[src/source/bm_pkg.sv]
`default_nettype none

package bm_pkg;

    // ----------------------------------------
    // widths and depths
    // ----------------------------------------
    localparam int W_SIZE      = 10;
    localparam int W_CHANNEL   = 10;

    localparam int FM_AW       = 12;
    localparam int FM_DEPTH    = 1 << FM_AW;    // 4096 words per buffer
    localparam int FM_DW       = 32;

    localparam int FILT_AW     = 9;
    localparam int FILT_DEPTH  = 1 << FILT_AW;  // 512 kernels per filter
    localparam int FILT_DW     = 72;            // 3x3 of 8-bit weights

    localparam int AXI_DW      = 32;
    localparam int NUM_FILTERS = 4;             // one byte lane each
    localparam int KERNEL_TAPS = 9;

    // ----------------------------------------
    // scalar types
    // ----------------------------------------
    typedef logic [W_SIZE-1:0]    size_t;
    typedef logic [W_CHANNEL-1:0] chan_t;
    typedef logic [FM_AW-1:0]     fm_addr_t;
    typedef logic [FM_DW-1:0]     fm_data_t;
    typedef logic [FILT_AW-1:0]   filt_addr_t;
    typedef logic [FILT_DW-1:0]   filt_data_t;
    typedef logic [AXI_DW-1:0]    axi_data_t;

    typedef enum logic {
        ROLE_IFM = 1'b0,
        ROLE_OFM = 1'b1
    } fm_role_e;

    // ----------------------------------------
    // bundles
    // ----------------------------------------
    typedef struct packed {
        logic     en;
        fm_addr_t addr;
        fm_data_t data;
    } fm_wr_t;

    typedef struct packed {
        logic     en;
        fm_addr_t addr;
    } fm_rd_t;

    typedef struct packed {
        size_t      width;
        size_t      height;
        chan_t      channel;      // input channels set the filter count
        chan_t      channel_out;
        logic       maxpool;
        logic [1:0] maxpool_stride;
        logic       upsample;
    } layer_cfg_t;

endpackage

`default_nettype wire

[src/source/ifm_axi_loader.sv]
`timescale 1ns/100ps
`default_nettype none

module ifm_axi_loader (
    input  wire                  clk,
    input  wire                  rstn,

    input  wire                  load,
    input  wire bm_pkg::axi_data_t read_data,
    input  wire                  read_data_vld,

    output bm_pkg::fm_wr_t       ifm_wr,
    output logic                 active
);

    logic              load_d;
    logic              load_start;
    logic              wr_en;
    bm_pkg::fm_addr_t  wr_addr;
    bm_pkg::fm_data_t  wr_data;

    assign load_start = load & ~load_d;

    // ----------------------------------------
    // beat capture and address counter
    // ----------------------------------------
    always_ff @(posedge clk or negedge rstn) begin
        if (!rstn) begin
            load_d  <= 1'b0;
            wr_en   <= 1'b0;
            wr_addr <= '0;
        end else begin
            load_d <= load;
            wr_en  <= load & read_data_vld;     // written one edge later

            if (load_start) begin
                wr_addr <= '0;                  // every load starts at 0
            end else if (wr_en) begin
                wr_addr <= wr_addr + 1'b1;
            end
        end
    end

    always_ff @(posedge clk) begin
        wr_data <= read_data;
    end

    assign ifm_wr.en   = wr_en;
    assign ifm_wr.addr = wr_addr;
    assign ifm_wr.data = wr_data;

    // lines up with the registered write stream
    assign active = load_d;

endmodule

`default_nettype wire

[config.mk]
export PLATFORM = sky130hd
export DESIGN_NAME = ifm_axi_loader
export DESIGN_NICKNAME = d
export VERILOG_FILES = /design/src/source/bm_pkg.sv /design/src/source/ifm_axi_loader.sv
export SDC_FILE = /design/constraint.sdc
export NUM_CORES = 1
export LEC_CHECK = 0
export BUFFER_PORTS_ARGS = -buffer_cell sky130_fd_sc_hd__clkbuf_2
export CORE_MARGIN = 1
export CORE_UTILIZATION = 44
export DETAILED_ROUTE_END_ITERATION = 12
export GPL_TIMING_DRIVEN = 0
export PLACE_DENSITY = 0.82
export RECOVER_POWER = 25
export SLEW_MARGIN = 10
export SYNTH_ARGS = -nofsm -noshare
export SYNTH_HDL_FRONTEND = slang
export SYNTH_SLANG_ARGS = --single-unit
[constraint.sdc]
create_clock -name clk -period 3.2 [get_ports clk]
set_input_delay 0.16 -clock clk [delete_from_list [all_inputs] [get_ports clk]]
set_output_delay 0.16 -clock clk [all_outputs]
set_load 0.01 [all_outputs]
# == Word level (Yosys, flattened, before mapping) ==
# Cells that the tools add are included.
# classes
n_bitwise,3
n_reduce_logical,1
addsub,1
n_mux,2
# op_table
op,count
$mux W12,2
$add A12 B1 Y12 const B,1
$and A1 B1 Y1,2
$reduce_bool A2 Y1,1
$not A1 Y1,1
# word_totals
output_inout_bits,46
ff_bits,46

# == Depth between registers and ports, before layout ==
# logic_depth
depth_word,3
ltp_mapped,5
ltp_nobuf,5

# == Worst setup path after synthesis ==
# OpenSTA, ideal clock, no wires.
# synth_timing
path_type,reg2reg
start,register wr_addr[3]
end,register wr_addr[11]
path_buffers,0
stages_incl_launch_ff,5
setup_time_ps,77
t_arrival_ps,1263
slack_ps,1859
cell_sequence,dfrtp_1 > and4_4 > nand4_1 > or3_1 > a21oi_1
# synth_between
elab_chain_len,3
# synth_lines
element,line_no,rtl
from (decl),ifm_axi_loader.sv:19,bm_pkg::fm_addr_t wr_addr;
from (signal assigned),ifm_axi_loader.sv:39,wr_addr <= wr_addr + 1'b1;
$add A12 B1 Y12,ifm_axi_loader.sv:39,
$mux W12,ifm_axi_loader.sv:38,end else if (wr_en) begin
$mux W12,ifm_axi_loader.sv:36,if (load_start) begin
# Every way passes these cells. The select of a mux whose other input is x is not followed.
# A chain may end at the register's enable or synchronous reset.

# == Worst setup path in the final report ==
# layout_timing
start,register wr_addr[2]
end,register wr_addr[11]
# The elaborated chain is that of the path after synthesis.

==> results_dict.tcl <==
set metrics [dict create \
    worstSkewPairLatency_ps 350 \
    critPathCapture "wr_addr[11]" \
    synth-adder-area-share 0.009690 \
    via_per_inst 4.891 \
    grt_use_met3 0.09302 \
    critPathArrivalTime_ps 1760 \
    r2r_start "wr_addr[2]" \
    crit_start "wr_addr[2]" \
    via_count 1213 \
    finalInstanceArea_um2 2153 \
    io_pins 82 \
    status "finished, final reports clean" \
    clk_pin_slew_ps 140 \
    cp.required_ps 3480 \
    synth-compound-area-share 0.01550 \
    grt_use_total 0.2863 \
    crit_type "reg2reg" \
    ant_nets 0 \
    die_h_um 56.17 \
    crit_fanout 7 \
    combPwrFrac 0.120 \
    port_buffers 81 \
    antennaDiodeCount 0 \
    htree_levels 2 \
    num_rows 19 \
    min_path_type "in2reg" \
    yosys_warnings 0 \
    start_util 0.4682 \
    cts-root-buf "clkbuf_4" \
    clkPwrFrac 0.323 \
    drtIter0Drc 39 \
    dieArea_um2 3155 \
    syn_nets 131 \
    grt_max_degree 16 \
    finClkSkew_ps 10.35 \
    synth_top_family_by_area "simple AND/OR/NAND/NOR gates" \
    top_usage_layer "met2" \
    drive_gt1_frac 0.4147 \
    yosys.area_share.simple 0.1211 \
    power.internal_w 0.0008447 \
    clock.fmax_mhz 677.2 \
    fillers 175 \
    sw_frac_of_total 0.2462 \
    hold_viol 0 \
    power_density_nw_per_um2 520.4 \
    regToRegSetupSlack_ps 1720 \
    p_sw_w 0.0002759 \
    setup_viol_count_final 0 \
    seq_power_share 0.557 \
    r2r_cells 4 \
    setup.worst_path.end_class "flip-flop" \
    tightest_slew_ps 440.1 \
    cp-start-kind "flip-flop" \
    postPlaceCellArea_um2 1735 \
    totalNegativeSetupSlack_ps 0 \
    syn_to_final_growth_pct 66.76 \
    peakVddDrop_uv 547.0 \
    drt-total-wl_mm 4.214 \
    cts_tree "yes" \
    finalCritPeriodShare 0.4615 \
    period_minus_slack_ps 1477 \
    die_w_um 56.17 \
    slew_headroom 0.7066 \
    cts_setup_buffers 0 \
    synth_cell_types 22 \
    antenna_found_initial 0 \
    leakagePower_nw 1.085 \
    clockBufferDepth 2 \
    ys_ff_latch 46 \
    ys_seq_area_frac 0.7674 \
    grt_pass1_vias 1319 \
    gp_congestion 0.8636 \
    mostFrequentLayoutCells "clkbuf_2, dlygate4sd3_1, dfxtp_1" \
    syn-cell-area_um2 1291 \
    r2r_end "wr_addr[11]" \
    coreArea_um2 2758 \
    met1_usage 0.3222 \
    nets 253 \
    cts.sinks 46 \
    dpl.hpwl_mm 2.108 \
    final_max_slew_viol_count 0 \
    rsz0062_at_grt "no" \
    drt_first_pass_iters 4 \
    netlist_instances 94 \
    cts_buffers 5 \
    avgSynthCellArea_um2 13.74 \
    overflow 0 \
    grt_pass1_wl_mm 6.472 \
    wl_per_cell_um 16.99 \
    yosys.area_share.xor_xnor 0.06105 \
    final_common_cell "clkbuf_2" \
    synth_mux_area_frac 0.007752 \
    grtUsageMet2 0.4983 \
    drcViolationCount 0 \
    maxCapViolations 0 \
]
[repair_timing]
action,CTS,global route
resized for setup,0,0
hold endpoints to repair,47,0
hold buffers,34,0
[metal layers]
metal / wire length, um / vias to the layer above
met4: 80 / 0
met1: 1559 / 574
met5: 0 / -
li1: - / 557
met2: 2146 / 72
met3: 428 / 10
[synthesized netlist by cell type]
library cell | number | area share
o21ai_0 | 2 | 0.0078
buf_4 | 1 | 0.0058
nor3b_1 | 1 | 0.0058
nand4_1 | 5 | 0.024
and4_4 | 1 | 0.0087
mux2i_1 | 1 | 0.0078
and2_1 | 1 | 0.0048
xor2_1 | 6 | 0.041
and3_1 | 1 | 0.0048
nand2_1 | 2 | 0.0058
buf_6 | 1 | 0.0087
or3_1 | 2 | 0.0097
dfrtp_1 | 14 | 0.27
ha_1 | 1 | 0.0097
nor3_1 | 1 | 0.0039
nand3_1 | 5 | 0.019
nor2b_1 | 1 | 0.0048
nor2_1 | 10 | 0.029
xnor2_1 | 3 | 0.020
dfxtp_1 | 32 | 0.50
a21oi_1 | 2 | 0.0078
clkbuf_1 | 1 | 0.0029
[cells by family (layout without fill, tap and decap cells)]
| logic type | count (synthesis) | after routing |
|---|---|---|
| compound gates | 4 | 4 |
| xor+xnor | 9 | 9 |
| fa+ha+maj | 1 | 1 |
| buf+inv | 3 | 126 |
| flops | 46 | 46 |
| mux | 1 | 1 |
| simple gates | 30 | 30 |
[how the worst min path moves through the flow]
stage,startpoint,endpoint,depth (start not counted)
finish,read_data_vld,wr_en,2
CTS,read_data_vld,wr_en,2
detailed placement,rstn,wr_addr[11],1
global route,read_data_vld,wr_en,2
global placement,rstn,wr_addr[8],1
floorplan,rstn,active,0
[metrics by stage]
stage	power, W	utilization	setup slack [ps]	hold WS (ps)	std cells
after floorplan	0.0006686	-	1859	-135.6	94
after global placement	0.0007241	0.6293	1813	69.73	206
after detailed placement	0.0007296	0.6293	1752	85.69	206
after CTS	0.001108	0.7818	1719	19.19	248
after global routing	0.001155	0.7809	1600	21.18	248
final	0.001121	0.7809	1723	29.32	248
[registers in the layout, indices dropped and copies added, names as in the netlist]
register,cells
active,1
wr_en,1
wr_addr,12
wr_data,32
[power groups by stage]
stage	combinational, W	sequential, W	clock [W]
2_1_floorplan	0.0000208	0.000648	0
3_3_place_gp	0.0000913	0.000633	0
3_5_place_dp	0.0000958	0.000634	0
4_1_cts	0.000128	0.000622	0.000357
5_1_grt	0.000142	0.000628	0.000385
6_report	0.000134	0.000624	0.000362
[area by class of cell]
| type | count | area, um^2 | share of cell area |
|---|---|---|---|
| timing repair buffer | 115 | 743.2 | 0.3451 |
| sequential | 46 | 991.0 | 0.4602 |
| tap | 31 | 38.79 | 0.01801 |
| clock inverter | 3 | 42.54 | 0.01976 |
| buffer | 3 | 22.52 | 0.01046 |
| multi-input combinational | 45 | 277.8 | 0.1290 |
| clock buffer | 5 | 37.54 | 0.01743 |
[critical path, stage by stage (launching register included)]
cell and delay [ps]:
dfrtp_1 490, and3_1 310, nand3_1 140, or3_1 320, a21oi_1 150
(Power assumes the default switching activity.)
