[src/source/bm_pkg.sv]
`default_nettype none

package bm_pkg;

    // ----------------------------------------
    // widths and depths
    // ----------------------------------------
    localparam int W_SIZE      = 10;
    localparam int W_CHANNEL   = 10;

    localparam int FM_AW       = 12;
    localparam int FM_DEPTH    = 1 << FM_AW;    // 4096 words per buffer
    localparam int FM_DW       = 32;

    localparam int FILT_AW     = 9;
    localparam int FILT_DEPTH  = 1 << FILT_AW;  // 512 kernels per filter
    localparam int FILT_DW     = 72;            // 3x3 of 8-bit weights

    localparam int AXI_DW      = 32;
    localparam int NUM_FILTERS = 4;             // one byte lane each
    localparam int KERNEL_TAPS = 9;

    // ----------------------------------------
    // scalar types
    // ----------------------------------------
    typedef logic [W_SIZE-1:0]    size_t;
    typedef logic [W_CHANNEL-1:0] chan_t;
    typedef logic [FM_AW-1:0]     fm_addr_t;
    typedef logic [FM_DW-1:0]     fm_data_t;
    typedef logic [FILT_AW-1:0]   filt_addr_t;
    typedef logic [FILT_DW-1:0]   filt_data_t;
    typedef logic [AXI_DW-1:0]    axi_data_t;

    typedef enum logic {
        ROLE_IFM = 1'b0,
        ROLE_OFM = 1'b1
    } fm_role_e;

    // ----------------------------------------
    // bundles
    // ----------------------------------------
    typedef struct packed {
        logic     en;
        fm_addr_t addr;
        fm_data_t data;
    } fm_wr_t;

    typedef struct packed {
        logic     en;
        fm_addr_t addr;
    } fm_rd_t;

    typedef struct packed {
        size_t      width;
        size_t      height;
        chan_t      channel;      // input channels set the filter count
        chan_t      channel_out;
        logic       maxpool;
        logic [1:0] maxpool_stride;
        logic       upsample;
    } layer_cfg_t;

endpackage

`default_nettype wire

[src/source/filter_packer.sv]
`timescale 1ns/100ps
`default_nettype none

module filter_packer (
    input  wire                      clk,
    input  wire                      rstn,

    input  wire                      load,
    input  wire bm_pkg::chan_t       channel,
    input  wire bm_pkg::axi_data_t   read_data,
    input  wire                      read_data_vld,

    output logic                     wr_en,
    output bm_pkg::filt_addr_t       wr_addr,
    output bm_pkg::filt_data_t [bm_pkg::NUM_FILTERS-1:0] wr_data,
    output logic                     ready
);

    localparam int TAP_W = $clog2(bm_pkg::KERNEL_TAPS);

    logic                    load_d;
    logic                    load_start;
    logic                    armed;          // waiting for tap 0
    logic                    in_vld;
    logic                    f_start;
    logic [TAP_W-1:0]        kpos;
    logic [TAP_W-1:0]        kpos_use;
    logic                    kcommit;
    logic [bm_pkg::W_CHANNEL+1:0] kernel_cnt;
    bm_pkg::filt_addr_t      last_addr;
    bm_pkg::filt_data_t [bm_pkg::NUM_FILTERS-1:0] acc;

    assign load_start = load & ~load_d;
    assign in_vld     = load & read_data_vld;
    assign f_start    = in_vld & (armed | load_start);

    assign kpos_use = f_start ? '0 : kpos;
    assign kcommit  = in_vld && (kpos_use == TAP_W'(bm_pkg::KERNEL_TAPS - 1));

    // four kernels per input channel
    assign kernel_cnt = {channel, 2'b00};
    assign last_addr  = bm_pkg::filt_addr_t'(kernel_cnt - 1'b1);

    // ----------------------------------------
    // arming and tap position
    // ----------------------------------------
    always_ff @(posedge clk or negedge rstn) begin
        if (!rstn) begin
            load_d <= 1'b0;
            armed  <= 1'b0;
            kpos   <= '0;
        end else begin
            load_d <= load;

            if (load_start && !read_data_vld) begin
                armed <= 1'b1;
            end else if (f_start) begin
                armed <= 1'b0;
            end

            if (in_vld) begin
                kpos <= kcommit ? '0 : kpos_use + 1'b1;
            end
        end
    end

    // byte n of the beat lands in tap slot of lane n
    always_ff @(posedge clk) begin
        if (in_vld) begin
            for (int n = 0; n < bm_pkg::NUM_FILTERS; n++) begin
                acc[n][8*kpos_use +: 8] <= read_data[8*n +: 8];
            end
        end
    end

    assign wr_data = acc;

    // ----------------------------------------
    // commit, address and ready flag
    // ----------------------------------------
    always_ff @(posedge clk or negedge rstn) begin
        if (!rstn) begin
            wr_en   <= 1'b0;
            wr_addr <= '0;
            ready   <= 1'b0;
        end else begin
            wr_en <= kcommit;                    // kernel goes out one cycle after tap 8

            if (f_start) begin
                wr_addr <= '0;
            end else if (wr_en) begin
                wr_addr <= (wr_addr == last_addr) ? '0 : wr_addr + 1'b1;
            end

            if (load_start) begin
                ready <= 1'b0;                   // new load invalidates the set
            end else if (wr_en && (wr_addr == last_addr)) begin
                ready <= 1'b1;
            end
        end
    end

endmodule

`default_nettype wire

[config.mk]
export PLATFORM = sky130hd
export DESIGN_NAME = filter_packer
export DESIGN_NICKNAME = d
export VERILOG_FILES = /design/src/source/bm_pkg.sv /design/src/source/filter_packer.sv
export SDC_FILE = /design/constraint.sdc
export NUM_CORES = 1
export LEC_CHECK = 0
export CAP_MARGIN = 10
export CELL_PAD_IN_SITES_DETAIL_PLACEMENT = 1
export CELL_PAD_IN_SITES_GLOBAL_PLACEMENT = 2
export CORE_ASPECT_RATIO = 0.75
export CORE_MARGIN = 3
export CORE_UTILIZATION = 38
export CTS_CLUSTER_DIAMETER = 60
export CTS_CLUSTER_SIZE = 16
export DETAILED_ROUTE_END_ITERATION = 16
export DONT_BUFFER_PORTS = 1
export HOLD_SLACK_MARGIN = 0.15
export PLACE_DENSITY_LB_ADDON = 0.1
export SLEW_MARGIN = 20
export SYNTH_ARGS = -nofsm -noshare
export SYNTH_HDL_FRONTEND = slang
export SYNTH_SLANG_ARGS = --single-unit
export TNS_END_PERCENT = 30
[constraint.sdc]
create_clock -name clk -period 5.1 [get_ports clk]
set_clock_uncertainty 0.2 [all_clocks]
set_input_delay 0 -clock clk [delete_from_list [all_inputs] [get_ports clk]]
set_output_delay 0 -clock clk [all_outputs]
set_load 0.02 [all_outputs]
After elaboration in Yosys (flattened, before gate mapping)
Cells that the tools add are included.
{"block": "classes", "n_addsub": 4, "n_eq_ne": 2, "shifts": 5, "n_mux": 13, "n_bitwise": 5, "n_reduce_logical": 7}
{"operator": "72-bit bitwise mux", "n": 4}
{"operator": "8-bit by 34-bit indexed part select with 72-bit output", "n": 4}
{"operator": "8-bit by 34-bit variable shift with 72-bit output (first input constant)", "n": 1}
{"operator": "7-bit negator with 34-bit output", "n": 1}
{"operator": "9-bit two-way mux", "n": 3}
{"operator": "9-bit by 1-bit adder with 9-bit output (second input constant)", "n": 1}
{"operator": "9-bit equality test", "n": 1}
{"operator": "9-bit by 1-bit subtractor with 9-bit output (second input constant)", "n": 1}
{"operator": "4-bit two-way mux", "n": 2}
{"operator": "2-bit nonzero test", "n": 3}
{"operator": "4-bit by 1-bit adder with 4-bit output (second input constant)", "n": 1}
{"operator": "4-bit equality test (second input constant)", "n": 1}
{"operator": "1-bit two-way mux", "n": 4}
{"operator": "1-bit AND", "n": 3}
{"operator": "1-bit logical AND", "n": 3}
{"operator": "1-bit logical NOT", "n": 1}
{"operator": "1-bit inverter", "n": 1}
{"operator": "1-bit bitwise OR", "n": 1}
{"block": "word_totals", "register_bits": 305, "input_bits": 46, "output_inout_bits": 299, "wordCells": 46}

Logic depth before layout (Yosys ltp)
{"block": "depth", "depth_word": 8, "mapped_depth": 12, "depth_no_buf": 10}

Worst setup path after synthesis
Ideal clock, no wire load.
{"block": "synth_timing", "kind": "flip-flop to flip-flop", "startpoint": "reg, netlist name armed", "endpoint": "reg acc (netlist bit wr_data[0]) (enable)", "setup_time_ps": 501, "t_arrival_ps": 4611, "required_ps": 4399, "path_slack_ps": -213, "path_stages_with_launch": 8, "n_path_buf": 1, "period_less_slack_ps": 5313, "path_cell_list": "dfrtp_1 > nand2b_1 > nand2_1 > nand2_1 > ha_1 > or2_1 > clkbuf_1 > nor4_1"}
{"item": "end signal, assigned by index", "line_no": "filter_packer.sv:71", "text": "acc[n][8*kpos_use +: 8] <= read_data[8*n +: 8];"}
{"item": "end, declared", "line_no": "filter_packer.sv:31", "text": "bm_pkg::filt_data_t [bm_pkg::NUM_FILTERS-1:0] acc;"}

Worst setup path in the final report
{"block": "layout_timing", "startpoint": "reg wr_addr[6]", "endpoint": "reg ready"}
{"block": "layout_between", "elab_chain_cells": 3}
{"item": "start, declared", "line_no": "filter_packer.sv:14", "text": "output bm_pkg::filt_addr_t wr_addr,"}
{"item": "start signal, assigned", "line_no": "filter_packer.sv:92", "text": "wr_addr <= (wr_addr == last_addr) ? '0 : wr_addr + 1'b1;"}
{"item": "9-bit equality test", "line_no": "filter_packer.sv:97", "text": "end else if (wr_en && (wr_addr == last_addr)) begin"}
{"item": "1-bit logical AND", "line_no": "filter_packer.sv:97"}
{"item": "2-bit nonzero test (no source line)"}
{"item": "end signal, assigned", "line_no": "filter_packer.sv:85", "text": "ready <= 1'b0;"}
{"item": "end signal, assigned", "line_no": "filter_packer.sv:96", "text": "ready <= 1'b0;"}
{"item": "end signal, assigned", "line_no": "filter_packer.sv:98", "text": "ready <= 1'b1;"}
{"item": "end, declared", "line_no": "filter_packer.sv:16", "text": "output logic ready"}
Every way passes these cells.
A chain may end at the register's enable or synchronous reset.

==> out/summary.txt <==
vias in the first global route -> 6737
final setup violating endpoints -> 0
Detailed Route WL -> 35100 um
IO Port Bufs -> 0
height of the die -> 159 um
Yosys reg bits -> 305
largest net degree at the start of global routing -> 33
Fin Setup TNS -> 0 ns
Rel. slew slack -> 28.6%
Clock power frac -> 34.8%
GPL Wtd Cong -> 0.787
area grow syn2layout -> 13.6%
Place WS -> 1.39 ns
CTS tree -> built
first-pass GRT wire length -> 50800 um
layout cells sized above 1 -> 8.68%
Hold WC Path Type -> primary input to flop
RSZ-0062 raised after global routing -> false
fill count -> 3051
initial antenna violation count -> 10
NumNets Final -> 894
Final ANT Viol Nets -> 0
final slew viol count -> 0
CTS max path bufs -> 3
root buffer cell -> clkbuf_16
xor/xnor share of the synthesized area -> 1.03%
Tot GR Track Use -> 20.5%
post-synth top area share -> 72.4%
final hold violation count -> 0
H-tree depth -> 1
Top FF cell, synth -> edfxtp_1
main combinational cell family by area after synthesis -> simple AND/OR/NAND/NOR gates
sequential element share of the synthesized area -> 76.0%
number of synthesized flops with an enable pin -> 288
Compound-Gate Fraction of Synth Area -> 1.82%
synth top area cells -> edfxtp_1 (72%), and2_1 (13%), dfrtp_1 (3.6%), nor2_1 (2.2%), nand2_1 (1.1%)
Ports -> 345
synth warn -> 0
commonest cells in the netlist -> edfxtp_1 (288), and2_1 (242), nor2_1 (69)
drt pass-1 iters -> 5
Mapped Area -> 11900 um2
Reg power frac -> 55.6%
Sw Share -> 25.0%
top-count cell post-synth -> edfxtp_1
max cap viols -> 0
P_int -> 3.84 mW
mean area per synthesized cell -> 15.1 um2
Yosys cell types -> 54
fmax -> 0.247 GHz
Worst-Skew Late Latency -> 0.52 ns
Crit Path Max Fanout -> 5
Final Critical Period -> 4.05 ns
Worst Tran Pin Value -> 1.07 ns
Synth Area in Simple Gates -> 18.5%
Inserted Clock Buffers -> 25
Synth Instances -> 793
setup ws final -> 1.05 ns
startpoint types -> flop
CTS Sinks -> 305
Die W -> 211 um
Routed wire per std cell -> 28.0 um
status -> complete, no violations
Clock transition at path regs -> 0.07 ns
Residual DRC -> 0
total grt overflow -> 0
Adder-Cell Fraction of Synth Area -> 0.524%
mux contribution to synthesized area -> 0%
WP data required -> 5.36 ns
DR iter-0 viols -> 438
Logic pwr share -> 9.6%
Power Dens Cells -> 378 nW/um2
post-synthesis net count -> 844
Arr. time, crit path -> 4.30 ns
vias per cell -> 5.21
Via Count -> 6530
VDD IR max -> 0.000186 V
die area -> 33600 um2
leakage -> 4.99 nW
Starting Density -> 39.1%
Worst Setup Path Type -> flop to flop
Setup crit end kind -> flop
core region area -> 30600 um2
hpwl dp -> 24100 um
post-synth top area cell -> edfxtp_1
std cell rows -> 55
NetSw -> 1.28 mW
post-synthesis async set-or-reset flop share -> 5.57%
fin crit share -> 79.3%
==> final timing paths <==
check	from	to	slack (ns)	depth (start not counted)
max	wr_addr[6]$_DFFE_PN0P_	ready$_DFFE_PN0P_	1.05	10
max in group asynchronous	rstn	wr_addr[1]$_DFFE_PN0P_	3.87	2
min	read_data[6]	wr_data[54]$_DFFE_PP_	0.18	2
max reg2reg	wr_addr[6]$_DFFE_PN0P_	ready$_DFFE_PN0P_	1.05	10
min reg2reg	kpos[1]$_DFFE_PN0P_	kpos[1]$_DFFE_PN0P_	0.41	2
min in group asynchronous	rstn	kpos[3]$_DFFE_PN0P_	0.34	2
==> power groups by stage <==
stage | Sequential (mW) | Combinational [mW] | Clock, mW
2_1_floorplan | 2.88 | 0.315 | 0
3_3_place_gp | 2.90 | 0.411 | 0
3_5_place_dp | 2.90 | 0.429 | 0
4_1_cts | 2.85 | 0.498 | 1.84
5_1_grt | 2.85 | 0.550 | 1.95
6_report | 2.85 | 0.491 | 1.78
==> kinds of logic after synthesis <==
group,after synthesis
compound gates,32
fa+ha+maj,5
simple gates,391
flops,305
xor+xnor,14
buf+inv,46
==> repair_timing <==
item | in CTS | in global routing
hold buffers | 45 | 0
gates resized for setup | 0 | 0
endpoints found under the hold margin | 346 | 0
setup buffers | 0 | 0
==> cell type report <==
type,count,area (um2),area share (%)
multi-input combinational,442,2670,19.7
timing repair buffer,61,571,4.21
antenna,1,2.50,0.0185
sequential,305,9070,66.9
inverter,8,30.0,0.221
tap,399,499,3.68
clock inverter,9,62.6,0.461
clock buffer,28,647,4.77
==> metal layers <==
metal	part of all wire, %	vias up	wire length, um	GRT usage, %
met4	2.4	10	843	4.72
li1	-	2851	-	-
met3	8.5	56	2990	7.41
met5	0.21	-	73	0
met1	43	3370	15200	28.3
met2	46	243	16000	31.3
==> metrics by stage <==
step | hold slack, ns | util (%) | cells | cell area (um2) | total power, mW
floorplan | -0.496 | - | 793 | 11900 | 3.20
global placement | -0.495 | 40.6 | 1170 | 12400 | 3.31
detailed placement | -0.495 | 40.6 | 1170 | 12400 | 3.33
CTS | 0.161 | 44.4 | 1252 | 13600 | 5.18
global route | 0.204 | 44.4 | 1252 | 13600 | 5.35
finish | 0.185 | 44.4 | 1253 | 13600 | 5.12
==> state kept, by name (all words and copies together), names as in the netlist <==
| name | cells |
|---|---|
| load_d | 1 |
| ready | 1 |
| wr_addr | 9 |
| wr_data | 288 |
| armed | 1 |
| kpos | 4 |
| wr_en | 1 |
==> placed cells by master (no fill, tap or decap), types with 7 or more instances in the layout <==
| cell type | n |
|---|---|
| buf_4 | 16 |
| xor2_1 | 9 |
| clkbuf_16 | 25 |
| dfrtp_1 | 17 |
| and2_1 | 242 |
| o21ai_0 | 9 |
| nand2_1 | 34 |
| dlygate4sd3_1 | 45 |
| edfxtp_1 | 288 |
| nor2_1 | 67 |
| inv_1 | 7 |
| nor3_2 | 7 |
==> worst max-delay path: stages, from the launching register on <==
cell and delay, ns:
dfrtp_1 0.51, xor2_1 0.24, o21ai_0 0.18, nand3_1 0.09, dlygate4sd3_1 0.58, a21oi_2 0.15, dlygate4sd3_1 0.67, a31oi_1 0.11
dlygate4sd3_1 0.59, nor2_1 0.10, dlygate4sd3_1 0.55
No activity file was read; power rests on OpenSTA's default activity.
